==> src/cpu_params.svh <==
`ifndef CPU_PARAMS_SVH
`define CPU_PARAMS_SVH

// first instruction address after reset.
`define CPU_RESET_PC 32'h0000_0000

// size of the register file.
`define CPU_NUM_REGS 16

// instruction field positions.
`define CPU_OPC_HI 31
`define CPU_OPC_LO 28
`define CPU_RD_HI 27
`define CPU_RD_LO 24
`define CPU_RA_HI 23
`define CPU_RA_LO 20
`define CPU_RB_HI 19
`define CPU_RB_LO 16
`define CPU_IMM_HI 15
`define CPU_IMM_LO 0

`endif

==> src/cpu_pkg.sv <==
`default_nettype none

package cpu_pkg;

	typedef logic [31:0] word_t;
	typedef logic [3:0] reg_sel_t;
	typedef logic [15:0] imm_t;
	typedef logic [3:0] opcode_t;
	typedef logic [2:0] alu_op_t;

	// opcodes 10 to 15 decode as no-operations.
	localparam opcode_t OPC_ADD = 4'd0;
	localparam opcode_t OPC_SUB = 4'd1;
	localparam opcode_t OPC_AND = 4'd2;
	localparam opcode_t OPC_OR = 4'd3;
	localparam opcode_t OPC_XOR = 4'd4;
	localparam opcode_t OPC_ADDI = 4'd5;
	localparam opcode_t OPC_LUI = 4'd6;
	localparam opcode_t OPC_LDW = 4'd7;
	localparam opcode_t OPC_STW = 4'd8;
	localparam opcode_t OPC_BEQ = 4'd9;

	localparam alu_op_t ALU_ADD = 3'd0;
	localparam alu_op_t ALU_SUB = 3'd1;
	localparam alu_op_t ALU_AND = 3'd2;
	localparam alu_op_t ALU_OR = 3'd3;
	localparam alu_op_t ALU_XOR = 3'd4;
	localparam alu_op_t ALU_PASS = 3'd5;

	typedef enum logic {
		IDLE,
		WAIT
	} bus_state_t;

endpackage

`default_nettype wire

==> src/cpu_decode.sv <==
`timescale 1ns/1ps
`default_nettype none

`include "cpu_params.svh"

module cpu_decode (
	input  wire                 clk,
	input  wire                 i_rst,
	input  wire                 i_stall,
	input  wire                 i_flush,
	input  wire cpu_pkg::word_t i_instr,
	input  wire cpu_pkg::word_t i_pc_plus_4,
	input  wire                 i_valid,
	output cpu_pkg::reg_sel_t   o_ra_sel,
	output cpu_pkg::reg_sel_t   o_rb_sel,
	output cpu_pkg::reg_sel_t   o_rd_sel,
	output logic                o_wr_en,
	output cpu_pkg::alu_op_t    o_alu_op,
	output logic                o_op2_imm,
	output logic                o_load,
	output logic                o_store,
	output logic                o_branch,
	output cpu_pkg::word_t      o_imm32,
	output cpu_pkg::word_t      o_pc_plus_4,
	output logic                o_hold_fetch
);

	cpu_pkg::opcode_t  opc;
	cpu_pkg::reg_sel_t rd;
	cpu_pkg::reg_sel_t ra;
	cpu_pkg::reg_sel_t rb;
	cpu_pkg::imm_t     imm;
	cpu_pkg::reg_sel_t ra_q;
	cpu_pkg::reg_sel_t rb_q;
	cpu_pkg::alu_op_t  alu_op;
	cpu_pkg::word_t    imm32;
	logic              wr_en;
	logic              op2_imm;
	logic              load;
	logic              store;
	logic              branch;
	logic              uses_ra;
	logic              uses_rb;
	logic              hazard;

	assign opc = i_instr[`CPU_OPC_HI:`CPU_OPC_LO];
	assign rd = i_instr[`CPU_RD_HI:`CPU_RD_LO];
	assign ra = i_instr[`CPU_RA_HI:`CPU_RA_LO];
	assign rb = i_instr[`CPU_RB_HI:`CPU_RB_LO];
	assign imm = i_instr[`CPU_IMM_HI:`CPU_IMM_LO];

	// while stalled the register file keeps reading for the held instruction.
	assign o_ra_sel = i_stall ? ra_q : ra;
	assign o_rb_sel = i_stall ? rb_q : rb;

	always_comb begin
		alu_op = cpu_pkg::ALU_ADD;
		imm32 = {{16{imm[15]}}, imm};
		wr_en = 1'b0;
		op2_imm = 1'b0;
		load = 1'b0;
		store = 1'b0;
		branch = 1'b0;
		case (opc)
		cpu_pkg::OPC_ADD: wr_en = 1'b1;
		cpu_pkg::OPC_SUB: begin
			alu_op = cpu_pkg::ALU_SUB;
			wr_en = 1'b1;
		end
		cpu_pkg::OPC_AND: begin
			alu_op = cpu_pkg::ALU_AND;
			wr_en = 1'b1;
		end
		cpu_pkg::OPC_OR: begin
			alu_op = cpu_pkg::ALU_OR;
			wr_en = 1'b1;
		end
		cpu_pkg::OPC_XOR: begin
			alu_op = cpu_pkg::ALU_XOR;
			wr_en = 1'b1;
		end
		cpu_pkg::OPC_ADDI: begin
			wr_en = 1'b1;
			op2_imm = 1'b1;
		end
		cpu_pkg::OPC_LUI: begin
			alu_op = cpu_pkg::ALU_PASS;
			imm32 = {imm, 16'h0000};
			wr_en = 1'b1;
			op2_imm = 1'b1;
		end
		cpu_pkg::OPC_LDW: begin
			wr_en = 1'b1;
			op2_imm = 1'b1;
			load = 1'b1;
		end
		cpu_pkg::OPC_STW: begin
			op2_imm = 1'b1;
			store = 1'b1;
		end
		cpu_pkg::OPC_BEQ: branch = 1'b1;
		default: wr_en = 1'b0;
		endcase
	end

	// a load sitting in the decode/execute register has no data until writeback.
	assign uses_ra = (opc != cpu_pkg::OPC_LUI);
	assign uses_rb = !op2_imm || store;
	assign hazard = i_valid && o_load && o_wr_en &&
		((uses_ra && o_rd_sel == ra) || (uses_rb && o_rd_sel == rb));
	assign o_hold_fetch = hazard;

	always_ff @(posedge clk) begin
		if (i_rst) begin
			o_wr_en <= 1'b0;
			o_load <= 1'b0;
			o_store <= 1'b0;
			o_branch <= 1'b0;
		end else if (!i_stall) begin
			if (i_flush || !i_valid || hazard) begin
				o_wr_en <= 1'b0;
				o_load <= 1'b0;
				o_store <= 1'b0;
				o_branch <= 1'b0;
			end else begin
				// r0 is never written, so it is never forwarded either.
				o_wr_en <= wr_en && (rd != '0);
				o_load <= load;
				o_store <= store;
				o_branch <= branch;
			end
		end
	end

	always_ff @(posedge clk) begin
		if (!i_stall) begin
			ra_q <= ra;
			rb_q <= rb;
			o_rd_sel <= rd;
			o_alu_op <= alu_op;
			o_op2_imm <= op2_imm;
			o_imm32 <= imm32;
			o_pc_plus_4 <= i_pc_plus_4;
		end
	end

endmodule

`default_nettype wire

==> src/cpu_exec.sv <==
`timescale 1ns/1ps
`default_nettype none

module cpu_exec (
	input  wire                    clk,
	input  wire                    i_rst,
	input  wire                    i_stall,
	input  wire cpu_pkg::reg_sel_t i_rd_sel,
	input  wire                    i_wr_en,
	input  wire cpu_pkg::alu_op_t  i_alu_op,
	input  wire                    i_op2_imm,
	input  wire                    i_load,
	input  wire                    i_store,
	input  wire                    i_branch,
	input  wire cpu_pkg::word_t    i_imm32,
	input  wire cpu_pkg::word_t    i_pc_plus_4,
	input  wire cpu_pkg::word_t    i_ra,
	input  wire cpu_pkg::word_t    i_rb,
	output logic                   o_branch_taken,
	output cpu_pkg::word_t         o_branch_target,
	output cpu_pkg::word_t         o_alu_out,
	output cpu_pkg::word_t         o_store_data,
	output cpu_pkg::reg_sel_t      o_rd_sel,
	output logic                   o_wr_en,
	output logic                   o_load,
	output logic                   o_store
);

	cpu_pkg::word_t op2;
	cpu_pkg::word_t result;

	assign op2 = i_op2_imm ? i_imm32 : i_rb;

	// loads and stores use the add path to form ra plus the offset.
	always_comb begin
		case (i_alu_op)
		cpu_pkg::ALU_ADD: result = i_ra + op2;
		cpu_pkg::ALU_SUB: result = i_ra - op2;
		cpu_pkg::ALU_AND: result = i_ra & op2;
		cpu_pkg::ALU_OR: result = i_ra | op2;
		cpu_pkg::ALU_XOR: result = i_ra ^ op2;
		cpu_pkg::ALU_PASS: result = op2;
		default: result = op2;
		endcase
	end

	// ************************************************************
	// branch resolution.
	// ************************************************************

	// the branch only fires in the cycle its instruction actually leaves execute.
	assign o_branch_taken = i_branch && (i_ra == i_rb) && !i_stall;
	assign o_branch_target = i_pc_plus_4 + {i_imm32[29:0], 2'b00};

	always_ff @(posedge clk) begin
		if (i_rst) begin
			o_wr_en <= 1'b0;
			o_load <= 1'b0;
			o_store <= 1'b0;
		end else if (!i_stall) begin
			o_wr_en <= i_wr_en;
			o_load <= i_load;
			o_store <= i_store;
		end
	end

	always_ff @(posedge clk) begin
		if (!i_stall) begin
			o_alu_out <= result;
			o_store_data <= i_rb;
			o_rd_sel <= i_rd_sel;
		end
	end

endmodule

`default_nettype wire

==> src/cpu_fetch.sv <==
`timescale 1ns/1ps
`default_nettype none

`include "cpu_params.svh"

module cpu_fetch (
	input  wire                 clk,
	input  wire                 i_rst,
	input  wire                 i_stall,
	input  wire                 i_branch_taken,
	input  wire cpu_pkg::word_t i_branch_target,
	input  wire cpu_pkg::word_t i_ibus_data,
	input  wire                 i_ibus_ack,
	output logic                o_ibus_access,
	output cpu_pkg::word_t      o_ibus_addr,
	output cpu_pkg::word_t      o_instr,
	output cpu_pkg::word_t      o_pc_plus_4,
	output logic                o_valid
);

	cpu_pkg::bus_state_t state;
	cpu_pkg::word_t      pc;
	cpu_pkg::word_t      next_pc;
	logic                stale;
	logic                ack_ok;
	logic                start;
	logic                buf_valid;
	cpu_pkg::word_t      buf_instr;
	cpu_pkg::word_t      buf_pc_plus_4;

	assign o_ibus_access = (state == cpu_pkg::WAIT);
	assign next_pc = i_branch_taken ? i_branch_target : pc;
	// a new fetch only goes out once the skid buffer is free.
	assign start = (state == cpu_pkg::IDLE) && !buf_valid;
	assign ack_ok = o_ibus_access && i_ibus_ack && !stale && !i_branch_taken;

	always_ff @(posedge clk) begin
		if (i_rst) begin
			state <= cpu_pkg::IDLE;
			pc <= `CPU_RESET_PC;
			stale <= 1'b0;
		end else if (start) begin
			state <= cpu_pkg::WAIT;
			pc <= next_pc + 32'd4;
		end else if (o_ibus_access) begin
			if (i_ibus_ack) begin
				state <= cpu_pkg::IDLE;
				stale <= 1'b0;
			end else if (i_branch_taken) begin
				stale <= 1'b1;
			end
			if (i_branch_taken)
				pc <= i_branch_target;
		end else if (i_branch_taken) begin
			pc <= i_branch_target;
		end
	end

	always_ff @(posedge clk) begin
		if (start)
			o_ibus_addr <= next_pc;
	end

	// ************************************************************
	// fetch/decode register with a one-entry skid buffer behind it.
	// ************************************************************
	always_ff @(posedge clk) begin
		if (i_rst || i_branch_taken) begin
			o_valid <= 1'b0;
			buf_valid <= 1'b0;
		end else if (!i_stall) begin
			o_valid <= buf_valid || ack_ok;
			buf_valid <= 1'b0;
		end else if (ack_ok) begin
			buf_valid <= 1'b1;
		end
	end

	always_ff @(posedge clk) begin
		if (!i_stall) begin
			o_instr <= buf_valid ? buf_instr : i_ibus_data;
			o_pc_plus_4 <= buf_valid ? buf_pc_plus_4 : o_ibus_addr + 32'd4;
		end
		if (ack_ok) begin
			buf_instr <= i_ibus_data;
			buf_pc_plus_4 <= o_ibus_addr + 32'd4;
		end
	end

	a_ibus_hold: assert property (@(posedge clk) disable iff (i_rst)
		o_ibus_access && !i_ibus_ack |=> o_ibus_access && $stable(o_ibus_addr));

endmodule

`default_nettype wire

==> src/cpu_memory.sv <==
`timescale 1ns/1ps
`default_nettype none

module cpu_memory (
	input  wire                    clk,
	input  wire                    i_rst,
	input  wire cpu_pkg::word_t    i_alu_out,
	input  wire cpu_pkg::word_t    i_store_data,
	input  wire cpu_pkg::reg_sel_t i_rd_sel,
	input  wire                    i_wr_en,
	input  wire                    i_load,
	input  wire                    i_store,
	input  wire cpu_pkg::word_t    i_dbus_data,
	input  wire                    i_dbus_ack,
	output logic                   o_dbus_access,
	output cpu_pkg::word_t         o_dbus_addr,
	output logic                   o_dbus_wr_en,
	output cpu_pkg::word_t         o_dbus_wr_data,
	output logic                   o_stall,
	output cpu_pkg::reg_sel_t      o_rd_sel,
	output logic                   o_wr_en,
	output cpu_pkg::word_t         o_wr_val
);

	cpu_pkg::bus_state_t state;
	logic                mem_op;
	logic                done;

	assign mem_op = i_load || i_store;
	assign done = o_dbus_access && i_dbus_ack;

	// the execute/memory register is frozen during the access, so the
	// address and write data can come straight from it.
	assign o_dbus_access = (state == cpu_pkg::WAIT);
	assign o_dbus_addr = i_alu_out;
	assign o_dbus_wr_en = i_store;
	assign o_dbus_wr_data = i_store_data;
	assign o_stall = mem_op && !done;

	always_ff @(posedge clk) begin
		if (i_rst)
			state <= cpu_pkg::IDLE;
		else if (state == cpu_pkg::IDLE && mem_op)
			state <= cpu_pkg::WAIT;
		else if (done)
			state <= cpu_pkg::IDLE;
	end

	always_ff @(posedge clk) begin
		if (i_rst)
			o_wr_en <= 1'b0;
		else if (!o_stall)
			o_wr_en <= i_wr_en;
	end

	always_ff @(posedge clk) begin
		if (!o_stall) begin
			o_rd_sel <= i_rd_sel;
			o_wr_val <= i_load ? i_dbus_data : i_alu_out;
		end
	end

	a_dbus_hold: assert property (@(posedge clk) disable iff (i_rst)
		$fell(o_dbus_access) |-> $past(i_dbus_ack));

endmodule

`default_nettype wire

==> src/cpu_regfile.sv <==
`timescale 1ns/1ps
`default_nettype none

`include "cpu_params.svh"

module cpu_regfile (
	input  wire                    clk,
	input  wire                    i_rst,
	input  wire cpu_pkg::reg_sel_t i_ra_sel,
	input  wire cpu_pkg::reg_sel_t i_rb_sel,
	input  wire cpu_pkg::reg_sel_t i_rd_sel,
	input  wire                    i_wr_en,
	input  wire cpu_pkg::word_t    i_wr_val,
	output cpu_pkg::word_t         o_ra,
	output cpu_pkg::word_t         o_rb
);

	cpu_pkg::word_t regs [`CPU_NUM_REGS];
	logic           wr_ok;

	assign wr_ok = i_wr_en && (i_rd_sel != '0);

	always_ff @(posedge clk) begin
		if (i_rst) begin
			for (int i = 0; i < `CPU_NUM_REGS; i++)
				regs[i] <= '0;
		end else if (wr_ok) begin
			regs[i_rd_sel] <= i_wr_val;
		end
	end

	// a write in the same cycle goes straight through to the read port.
	always_ff @(posedge clk) begin
		o_ra <= (wr_ok && i_rd_sel == i_ra_sel) ? i_wr_val : regs[i_ra_sel];
		o_rb <= (wr_ok && i_rd_sel == i_rb_sel) ? i_wr_val : regs[i_rb_sel];
	end

	a_r0_ra: assert property (@(posedge clk) disable iff (i_rst)
		i_ra_sel == '0 |=> o_ra == '0);
	a_r0_rb: assert property (@(posedge clk) disable iff (i_rst)
		i_rb_sel == '0 |=> o_rb == '0);

endmodule

`default_nettype wire

==> src/cpu_top.sv <==
`timescale 1ns/1ps
`default_nettype none

module cpu_top (
	input  wire                 clk,
	input  wire                 i_rst,
	output wire                 o_ibus_access,
	output wire cpu_pkg::word_t o_ibus_addr,
	input  wire cpu_pkg::word_t i_ibus_data,
	input  wire                 i_ibus_ack,
	output wire                 o_dbus_access,
	output wire cpu_pkg::word_t o_dbus_addr,
	output wire                 o_dbus_wr_en,
	output wire cpu_pkg::word_t o_dbus_wr_data,
	input  wire cpu_pkg::word_t i_dbus_data,
	input  wire                 i_dbus_ack
);

	cpu_pkg::word_t    fd_instr;
	cpu_pkg::word_t    fd_pc_plus_4;
	logic              fd_valid;
	logic              f_stall;
	cpu_pkg::reg_sel_t d_ra_sel;
	cpu_pkg::reg_sel_t d_rb_sel;
	logic              d_hold_fetch;
	cpu_pkg::reg_sel_t de_rd_sel;
	logic              de_wr_en;
	cpu_pkg::alu_op_t  de_alu_op;
	logic              de_op2_imm;
	logic              de_load;
	logic              de_store;
	logic              de_branch;
	cpu_pkg::word_t    de_imm32;
	cpu_pkg::word_t    de_pc_plus_4;
	cpu_pkg::word_t    rf_ra;
	cpu_pkg::word_t    rf_rb;
	cpu_pkg::reg_sel_t e_ra_sel;
	cpu_pkg::reg_sel_t e_rb_sel;
	cpu_pkg::word_t    e_ra;
	cpu_pkg::word_t    e_rb;
	logic              ef_branch_taken;
	cpu_pkg::word_t    ef_branch_target;
	cpu_pkg::word_t    em_alu_out;
	cpu_pkg::word_t    em_store_data;
	cpu_pkg::reg_sel_t em_rd_sel;
	logic              em_wr_en;
	logic              em_load;
	logic              em_store;
	logic              m_stall;
	cpu_pkg::reg_sel_t mw_rd_sel;
	logic              mw_wr_en;
	cpu_pkg::word_t    mw_wr_val;

	// fetch also waits while decode inserts a load-use bubble.
	assign f_stall = m_stall || d_hold_fetch;

	cpu_fetch u_fetch (
		.clk(clk), .i_rst(i_rst), .i_stall(f_stall),
		.i_branch_taken(ef_branch_taken), .i_branch_target(ef_branch_target),
		.i_ibus_data(i_ibus_data), .i_ibus_ack(i_ibus_ack),
		.o_ibus_access(o_ibus_access), .o_ibus_addr(o_ibus_addr),
		.o_instr(fd_instr), .o_pc_plus_4(fd_pc_plus_4), .o_valid(fd_valid));

	cpu_decode u_decode (
		.clk(clk), .i_rst(i_rst), .i_stall(m_stall), .i_flush(ef_branch_taken),
		.i_instr(fd_instr), .i_pc_plus_4(fd_pc_plus_4), .i_valid(fd_valid),
		.o_ra_sel(d_ra_sel), .o_rb_sel(d_rb_sel), .o_rd_sel(de_rd_sel),
		.o_wr_en(de_wr_en), .o_alu_op(de_alu_op), .o_op2_imm(de_op2_imm),
		.o_load(de_load), .o_store(de_store), .o_branch(de_branch),
		.o_imm32(de_imm32), .o_pc_plus_4(de_pc_plus_4), .o_hold_fetch(d_hold_fetch));

	cpu_exec u_exec (
		.clk(clk), .i_rst(i_rst), .i_stall(m_stall),
		.i_rd_sel(de_rd_sel), .i_wr_en(de_wr_en), .i_alu_op(de_alu_op),
		.i_op2_imm(de_op2_imm), .i_load(de_load), .i_store(de_store),
		.i_branch(de_branch), .i_imm32(de_imm32), .i_pc_plus_4(de_pc_plus_4),
		.i_ra(e_ra), .i_rb(e_rb),
		.o_branch_taken(ef_branch_taken), .o_branch_target(ef_branch_target),
		.o_alu_out(em_alu_out), .o_store_data(em_store_data), .o_rd_sel(em_rd_sel),
		.o_wr_en(em_wr_en), .o_load(em_load), .o_store(em_store));

	cpu_memory u_memory (
		.clk(clk), .i_rst(i_rst),
		.i_alu_out(em_alu_out), .i_store_data(em_store_data), .i_rd_sel(em_rd_sel),
		.i_wr_en(em_wr_en), .i_load(em_load), .i_store(em_store),
		.i_dbus_data(i_dbus_data), .i_dbus_ack(i_dbus_ack),
		.o_dbus_access(o_dbus_access), .o_dbus_addr(o_dbus_addr),
		.o_dbus_wr_en(o_dbus_wr_en), .o_dbus_wr_data(o_dbus_wr_data),
		.o_stall(m_stall), .o_rd_sel(mw_rd_sel), .o_wr_en(mw_wr_en),
		.o_wr_val(mw_wr_val));

	cpu_regfile u_regfile (
		.clk(clk), .i_rst(i_rst),
		.i_ra_sel(d_ra_sel), .i_rb_sel(d_rb_sel),
		.i_rd_sel(mw_rd_sel), .i_wr_en(mw_wr_en), .i_wr_val(mw_wr_val),
		.o_ra(rf_ra), .o_rb(rf_rb));

	// ************************************************************
	// operand forwarding into execute.
	// ************************************************************

	// the selects line up with the registered register file outputs.
	always_ff @(posedge clk) begin
		e_ra_sel <= d_ra_sel;
		e_rb_sel <= d_rb_sel;
	end

	// the younger result in execute/memory wins over memory/writeback.
	always_comb begin
		if (em_wr_en && em_rd_sel == e_ra_sel)
			e_ra = em_alu_out;
		else if (mw_wr_en && mw_rd_sel == e_ra_sel)
			e_ra = mw_wr_val;
		else
			e_ra = rf_ra;

		if (em_wr_en && em_rd_sel == e_rb_sel)
			e_rb = em_alu_out;
		else if (mw_wr_en && mw_rd_sel == e_rb_sel)
			e_rb = mw_wr_val;
		else
			e_rb = rf_rb;
	end

endmodule

`default_nettype wire

==> config.mk <==
export PLATFORM = sky130hd
export DESIGN_NAME = cpu_top
export DESIGN_NICKNAME = d
export VERILOG_FILES = /design/src/cpu_pkg.sv /design/src/cpu_decode.sv /design/src/cpu_exec.sv /design/src/cpu_fetch.sv /design/src/cpu_memory.sv /design/src/cpu_regfile.sv /design/src/cpu_top.sv
export VERILOG_INCLUDE_DIRS = /design/src
export SDC_FILE = /design/constraint.sdc
export NUM_CORES = 2
export LEC_CHECK = 0
export BUFFER_PORTS_ARGS = -buffer_cell sky130_fd_sc_hd__buf_2
export CAP_MARGIN = 5
export CORE_MARGIN = 5
export CORE_UTILIZATION = 50
export CTS_BUF_LIST = sky130_fd_sc_hd__clkbuf_4
export DETAILED_ROUTE_END_ITERATION = 8
export PLACE_DENSITY = 0.67
export SLEW_MARGIN = 20
export SYNTH_ARGS = -nofsm -noshare
export SYNTH_HDL_FRONTEND = slang
export SYNTH_SLANG_ARGS = --single-unit
export TNS_END_PERCENT = 100
==> constraint.sdc <==
create_clock -name clk -period 8.99 [get_ports clk]
set_input_delay 0 -clock clk [delete_from_list [all_inputs] [get_ports clk]]
set_output_delay 0 -clock clk [all_outputs]
set_load 0.005 [all_outputs]
Word-level counts from Yosys, hierarchy flattened --
Memories as Yosys holds them, arrays and structs flattened. Index checks and enable logic that the tools add are counted.
Cells by class: add/sub/neg operators 5, eq/ne operators 23, muxes and demuxes 41, bitwise operators 7, reductions and logical operators 48
Operators by type and width (number):
- two-way mux 32 bit | 13
- case mux 32 bit (5 select lines) | 1
- adder 32 x 3 -> 32 bit, second input constant | 2
- adder 32 bit | 2
- AND 32 bit | 1
- equality test 32 bit | 1
- equality test 4 bit | 8
- OR 32 bit | 1
- OR reduction 32 bit | 1
- subtractor 32 bit | 1
- bitwise XOR 32 bit | 1
- two-way mux 31 bit | 1
- logical AND 1 bit | 22
- two-way mux 1 bit | 22
- equality test 4 x 3 -> 1 bit, second input constant | 4
- case mux 3 bit (5 select lines) | 1
- two-way mux 4 bit | 3
- equality test 4 x 2 -> 1 bit, second input constant | 2
- equality test 4 bit, second input constant | 2
- logical OR 1 bit | 8
- nonzero test 4 bit | 2
- OR reduction 8 bit | 1
- logical NOT 1 bit | 7
- equality test 3 x 2 -> 1 bit, second input constant | 2
- other kinds (11) | 15
Word-level totals: register bits after elaboration 453, memory bits (writable) 512, input port bits 68, logic and storage cells 159, memories kept 1
Memory list:
- u_regfile.regs | depth 16, bits a word 32, read ports 2, clocked after memory_dff 0, wr ports 16, RTL line cpu_regfile.sv:18 | cpu_pkg::word_t regs [`CPU_NUM_REGS];

Depth between registers and ports, before layout --
depth after elaboration 11, depth in mapped cells 29

Cells and area by module --
Synthesis repeated with hierarchy kept, for this count alone.
Second synthesis, totals: cells, all modules 4132, area, all modules 53338.7 um^2
Modules (own cells, without submodules):
- cpu_regfile | times used 1, cells an instance 1798, area an instance 28402.2 um^2, seq. area each 16656.0 um^2
- cpu_exec | times used 1, cells an instance 1051, area an instance 8898.5 um^2, seq. area each 2102.0 um^2
- cpu_fetch | times used 1, cells an instance 568, area an instance 8344.3 um^2, seq. area each 5525.3 um^2
- cpu_decode | times used 1, cells an instance 189, area an instance 3032.9 um^2, seq. area each 2402.3 um^2
- cpu_top | times used 1, cells an instance 380, area an instance 2447.3 um^2, seq. area each 160.2 um^2
- cpu_memory | times used 1, cells an instance 146, area an instance 2213.4 um^2, seq. area each 1121.1 um^2

Least setup slack after synthesis --
Ideal clock, no wire load.
path kind register -> register, start reg u_memory.o_rd_sel[3], end reg u_fetch.buf_instr[0] (enable), setup time 0.565 ns, arrival time 7.451 ns, data required time 8.425 ns, setup slack 0.974 ns, stages on the path, launching flop included 16, path buffers 5, period minus slack after synthesis 8.016 ns, cells stage by stage edfxtp_1 > buf_6 > xor2_1 > or3_1 > buf_6 > nor2_8 > buf_6 > mux2i_1 > o221ai_1 > a22oi_1 > nor3_1 > a31oi_1 > nor4_4 > buf_4 > buf_2 > nor3_1
On the way: cells in the longest elaborated chain, start to end 9, elaborated cells between the ends (all ways) 13, those cells by class eq/ne (3); mux (4); reduce/logical (6)
Ends and longest elaborated chain:
- start: declaration | RTL line cpu_memory.sv:20 | output cpu_pkg::reg_sel_t o_rd_sel,
- start signal: assignment | RTL line cpu_memory.sv:58 | o_rd_sel <= i_rd_sel;
- equality test 4 bit (on tied branches) | RTL line cpu_top.sv:112, cpu_top.sv:119
- logical AND 1 bit (on tied branches) | RTL line cpu_top.sv:112, cpu_top.sv:119
- two-way mux 32 bit (on tied branches) | RTL line cpu_top.sv:112, cpu_top.sv:119
- two-way mux 32 bit (on tied branches) | RTL line cpu_top.sv:110, cpu_top.sv:117
- equality test 32 bit * | RTL line cpu_exec.sv:52 | assign o_branch_taken = i_branch && (i_ra == i_rb) && !i_stall;
- logical AND 1 bit * (2 in a row) | RTL line cpu_exec.sv:52
- logical NOT 1 bit * | RTL line cpu_fetch.sv:35 | assign ack_ok = o_ibus_access && i_ibus_ack && !stale && !i_branch_taken;
- logical AND 1 bit * | RTL line cpu_fetch.sv:35
- via u_fetch.ack_ok | RTL line cpu_fetch.sv:25 | logic ack_ok;
- end signal: assignment | RTL line cpu_fetch.sv:85 | buf_instr <= i_ibus_data;
- end: declaration | RTL line cpu_fetch.sv:28 | cpu_pkg::word_t buf_instr;
The timed path passes the listed nets; every way through them passes the cells marked *. A chain may end at the register's enable or synchronous reset.

Worst setup path in the final report --
start reg u_memory.o_rd_sel[3], end reg u_exec.o_alu_out[30] (data pin)
On the way: cells in the longest elaborated chain, start to end 7, elaborated cells between the ends (all ways) 15, those cells by class add/sub (2); eq/ne (2); mux (6); bitwise (3); reduce/logical (2)
Ends and longest elaborated chain:
- equality test 4 bit * | RTL line cpu_top.sv:119 | else if (mw_wr_en && mw_rd_sel == e_rb_sel)
- logical AND 1 bit * | RTL line cpu_top.sv:119
- two-way mux 32 bit * | RTL line cpu_top.sv:119
- two-way mux 32 bit * | RTL line cpu_top.sv:117 | if (em_wr_en && em_rd_sel == e_rb_sel)
- via e_rb[2] | RTL line cpu_top.sv:40 | cpu_pkg::word_t e_rb;
- two-way mux 32 bit * | RTL line cpu_exec.sv:32 | assign op2 = i_op2_imm ? i_imm32 : i_rb;
- subtractor 32 bit or adder 32 bit (tied branches) | RTL line cpu_exec.sv:38, cpu_exec.sv:37
- case mux 32 bit (5 select lines) * | RTL line cpu_exec.sv:36 | case (i_alu_op)
- via u_exec.result[30] | RTL line cpu_exec.sv:30 | cpu_pkg::word_t result;
- end signal: assignment | RTL line cpu_exec.sv:69 | o_alu_out <= result;
- end: declaration | RTL line cpu_exec.sv:21 | output cpu_pkg::word_t o_alu_out,
Marked as above.

==> qor_table.md <==
| Group | Quantity | Value |
| --- | --- | --- |
| worst setup path | Worst r2r path cells | 24 |
| yosys | Area leader, netlist | sky130_fd_sc_hd__edfxtp_1 |
| yosys | Portion of synthesized cell area occupied by the leading cell type | 0.468 |
| yosys | Compound-Gate Fraction of Synth Area | 0.0957 |
| status | Run status | finished clean |
| detailed routing | Average routed wire per standard cell | 25.5 microns |
| yosys | Top FF cell, synth | sky130_fd_sc_hd__edfxtp_1 |
| floorplanning | Overall die area | 0.116 sq mm |
| hold path | Type of the worst min-delay path | in -> reg |
| global route | Largest net degree at the start of global routing | 135 |
| worst setup path | Critical register-to-register path startpoint | u_memory.o_rd_sel[3]$_DFFE_PN_ |
| timing | Setup TNS | 0 ns |
| power | PD cells | 203 mW/mm^2 |
| worst setup path | Launching element type of the critical path | flop |
| yosys | Top cells by area in the synthesized netlist | sky130_fd_sc_hd__edfxtp_1 47%, sky130_fd_sc_hd__nand2_1 8.2%, sky130_fd_sc_hd__and2_1 5.7% |
| clock network | Clock Pin Slew Worst Setup and Hold Paths | 0.08 ns |
| clock network | CTS resizes | 0 |
| yosys | Number of flip-flops and latches in the synthesized netlist | 965 |
| clock network | Inserted Clock Buffers | 278 |
| cells and area | Area grow syn2layout | 12.4% |
| global route | Antenna violations before repair | 12 |
| yosys | Count leader, synth | sky130_fd_sc_hd__nand2_1 |
| detailed routing | Final ANT Viol Nets | 0 |
| worst setup path | Critical path data arrival time | 8.95 ns |
| yosys | Adder-cell area share of the yosys netlist | 0.0301 |
| yosys | Yosys warns | 0 |
| clock network | Buffers from clock root to sink, at most | 4 |
| yosys | Multiplexer fraction of the synthesized cell area | 0.0545 |
| cells and area | Footprint of the multi-input gates | 0.0248 sq mm |
| detailed routing | Vias per cell | 6.21 |
| yosys | Synth async-reset ratio | 0 |
| timing | Final hold viol count | 0 |
| global route | Overall routing resource usage | 0.319 |
| hold path | Min-Delay Path Depth | 3 |
| clock network | TritonCTS Sinks | 965 |
| floorplanning | Standard-cell rows | 121 |
| global route | Global route total overflow | 0 |
| floorplanning | Area of the core | 0.109 sq mm |
| global route | Global-route wire length before repair | 280 mm |
| yosys | Post-Synth Simple-Gate Area | 0.239 |
| yosys | Number of enable flip-flop cells after synthesis | 848 |
| yosys | Syn Inst Count | 5594 |
| timing | Highest clock frequency the design can meet | 125 MHz |
| yosys | Post-synthesis cell type count | 83 |
| power | Max rail drop VDD | 127 uV |
| timing | Min Tclk post-route | 8.01 ns |
| detailed routing | First-pass iteration count of the detailed router | 6 |
| timing | Crit path setup slack, layout | 0.979 ns |
| worst setup path | Reg-to-Reg End | u_exec.o_alu_out[30]$_DFFE_PN_ |
| clock network | Setup repair bufs after CTS | 0 |
| clock network | Root cell of the clock tree | sky130_fd_sc_hd__clkbuf_4 |
| cells and area | Count of nets after finishing | 6069 |
| clock network | Clock H-tree levels | 5 |
| yosys | Part of the Yosys area used for sequential elements | 0.511 |
| worst setup path | Crit end category | flop |
| detailed routing | Detailed-route wire length | 190 mm |
| placement | Placed Instance Area | 0.0564 sq mm |
| timing | Part of the cycle the worst path needs | 0.891 |
| power | Leakage | 24.1 nW |
| timing | Headroom to the max-slew limit | 0.285 |
| cells and area | Register area | 0.0278 sq mm |
| timing | Count of final setup violators | 0 |
| floorplanning | Die Span Y | 340 microns |
| floorplanning | Boundary Pins | 167 |
| hold path | Hold path endpoint | u_fetch.buf_instr[5]$_DFFE_PP_ |
| timing | Setup skew after layout | 0.0924 ns |
| worst setup path | Crit path max fanout | 18 |
| placement | Half-perimeter wire length after placement | 115 mm |
| timing | Transition time of the tightest slew-check pin | 1.07 ns |
| detailed routing | Via count | 46400 |
| timing | Unrepaired setup endpoints after global routing | false |
| run | Max-Cap Viols | 0 |
| yosys | Average size of a mapped cell | 9.74 sq um |
| placement | Port Buffers | 166 |
| worst setup path | Critical path class | reg -> reg |
| timing | Final Slew Violations | 0 |
| placement | Placement-stage worst setup slack | 1.23 ns |
| yosys | Synthesized cell area | 0.0545 sq mm |
| floorplanning | Initial Util | 0.502 |
| placement | Final weighted congestion of routability-driven global placement | 0.994 |
| detailed routing | Starting DRC count in detailed routing | 6021 |
| cells and area | Final design instance area without fill | 0.0612 sq mm |
| worst setup path | R2r setup slk | 0.98 ns |
| cells and area | Fraction of final layout cells sized beyond drive strength 1 | 0.154 |
| clock network | TritonCTS clock tree | built |
| clock network | Source-to-sink clock delay at the later pin of the worst-skew pair | 1.19 ns |
| hold path | Start point of the worst hold path | i_ibus_data[5] |
| worst setup path | Critical-path cell list | xor2_1 > or3_1 > nor2_8 > mux2i_1 > a21oi_1 > mux2i_1 > nand4_1 > nor4_1 > and2_1 > a21oi_1 > xnor2_1 > ha_1 > a21o_1 > a21o_1 > a22o_1 > a311o_1 > a21o_1 > a311oi_1 > o41ai_1 > a211oi_1 > nor2_1 > a21oi_1 > mux2_2 > a22oi_1 |
| cells and area | Fill cell total of the finished layout | 9321 |
| yosys | Commonest cells post-synth | 1196 x sky130_fd_sc_hd__nand2_1, 848 x sky130_fd_sc_hd__edfxtp_1, 588 x sky130_fd_sc_hd__nand3_1 |
| yosys | Dominant combinational cell family by area after synthesis | simple AND/OR/NAND/NOR gates |
| yosys | Post-Synth XOR/XNOR Area | 0.0299 |
| detailed routing | Remaining routing DRC violations | 0 |
| worst setup path | Crit path max-delay cell type | sky130_fd_sc_hd__or3_1 |
| worst setup path | Critical Path RT | 9.93 ns |
| clock network | Hold-fix buffer count after cts | 144 |
| worst setup path | Maximum single-stage delay on the critical path | 0.75 ns |
| global route | Vias in the first global route | 44700 |
| floorplanning | Die width | 340 microns |
## cell type report
class	instances	share of cell area
Sequential cell	965	0.454
Multi-Input combinational cell	4104	0.404
Timing Repair Buffer	405	0.0500
Clock buffer	403	0.0494
Tap cell	1414	0.0289
Inverter	117	0.00762
Clock inverter	58	0.00515
Antenna cell	6	0.000245
## critical path, delay by kind of cell (launching register included)
family | cells | cell delay (ns)
fa+ha+maj | 1 | 0.35
flops | 1 | 0.58
xor+xnor | 2 | 0.41
mux | 3 | 1.23
compound gates | 12 | 2.74
simple gates | 6 | 2.44
## routing by layer
metal  up-vias  GRT usage  part of all wire
met5         -          0                 0
met4         0      0.175             0.055
met3       580     0.0771              0.12
met2      3045      0.480              0.44
met1     22200      0.427              0.39
li1      20600          -                 -
## logic make-up after synthesis
family,count (synthesis)
AO/OA/AOI/OAI,752
adder cells (fa/ha/maj),130
other,1
multiplexers,274
flip-flops,965
XOR/XNOR,186
AND/OR/NAND/NOR,2730
buffers and inverters,556
## worst max-delay path by stage
| stage | cells after the start | start | end |
|---|---|---|---|
| final | 24 | u_memory.o_rd_sel[3]$_DFFE_PN_ | u_exec.o_alu_out[30]$_DFFE_PN_ |
| after global routing | 24 | u_memory.o_rd_sel[3]$_DFFE_PN_ | u_exec.o_alu_out[30]$_DFFE_PN_ |
| after CTS | 24 | u_memory.o_rd_sel[3]$_DFFE_PN_ | u_exec.o_alu_out[30]$_DFFE_PN_ |
| after detailed placement | 24 | u_memory.o_rd_sel[3]$_DFFE_PN_ | u_exec.o_alu_out[30]$_DFFE_PN_ |
| after global placement | 24 | u_memory.o_rd_sel[3]$_DFFE_PN_ | u_exec.o_alu_out[30]$_DFFE_PN_ |
| after floorplan | 15 | u_memory.o_rd_sel[3]$_DFFE_PN_ | u_fetch.buf_instr[0]$_DFFE_PP_ |
## layout by cell type, fill, tap and decap left out, drive strengths merged, types with 48 or more instances in the layout
cell,instances
and3,95
buf,261
clkinv,54
clkbuf,403
o21ai,108
mux2,176
dfxtp,117
o21a,48
and2,500
nor3,51
edfxtp,848
ha,128
nand3,588
dlygate4sd3,144
nand2,1197
a31oi,94
a21oi,133
nor2,159
xnor2,141
mux2i,98
inv,116
a311oi,132
## registers in the layout, indices dropped and copies added, names as in the netlist, 32 cells and up
| signal | flops |
|---|---|
| u_regfile.o_rb | 32 |
| u_fetch.buf_pc_plus_4 | 32 |
| u_memory.o_wr_val | 32 |
| u_fetch.pc | 32 |
| u_exec.o_alu_out | 32 |
| u_fetch.o_ibus_addr | 32 |
| u_fetch.o_instr | 32 |
| u_decode.o_pc_plus_4 | 32 |
| u_fetch.buf_instr | 32 |
| u_regfile.regs | 512 |
| u_decode.o_imm32 | 32 |
| u_exec.o_store_data | 32 |
| u_regfile.o_ra | 32 |
| u_fetch.o_pc_plus_4 | 32 |
## power by group
group	switching, mW	internal [mW]
sequential	0.852	5.30
combinational	1.36	0.891
clock	1.89	2.13
total	4.10	8.31
## through the flow
stage	cells	utilization	power, mW	hold WS [ns]
2_1_floorplan	5625	-	7.25	0.0989
3_3_place_gp	6861	0.520	8.33	0.194
3_5_place_dp	6861	0.520	8.36	0.193
4_1_cts	7466	0.564	12.4	0.000995
5_1_grt	7469	0.564	13.0	0.0297
6_report	7472	0.564	12.4	0.129
Power figures use the tool's default switching activity.
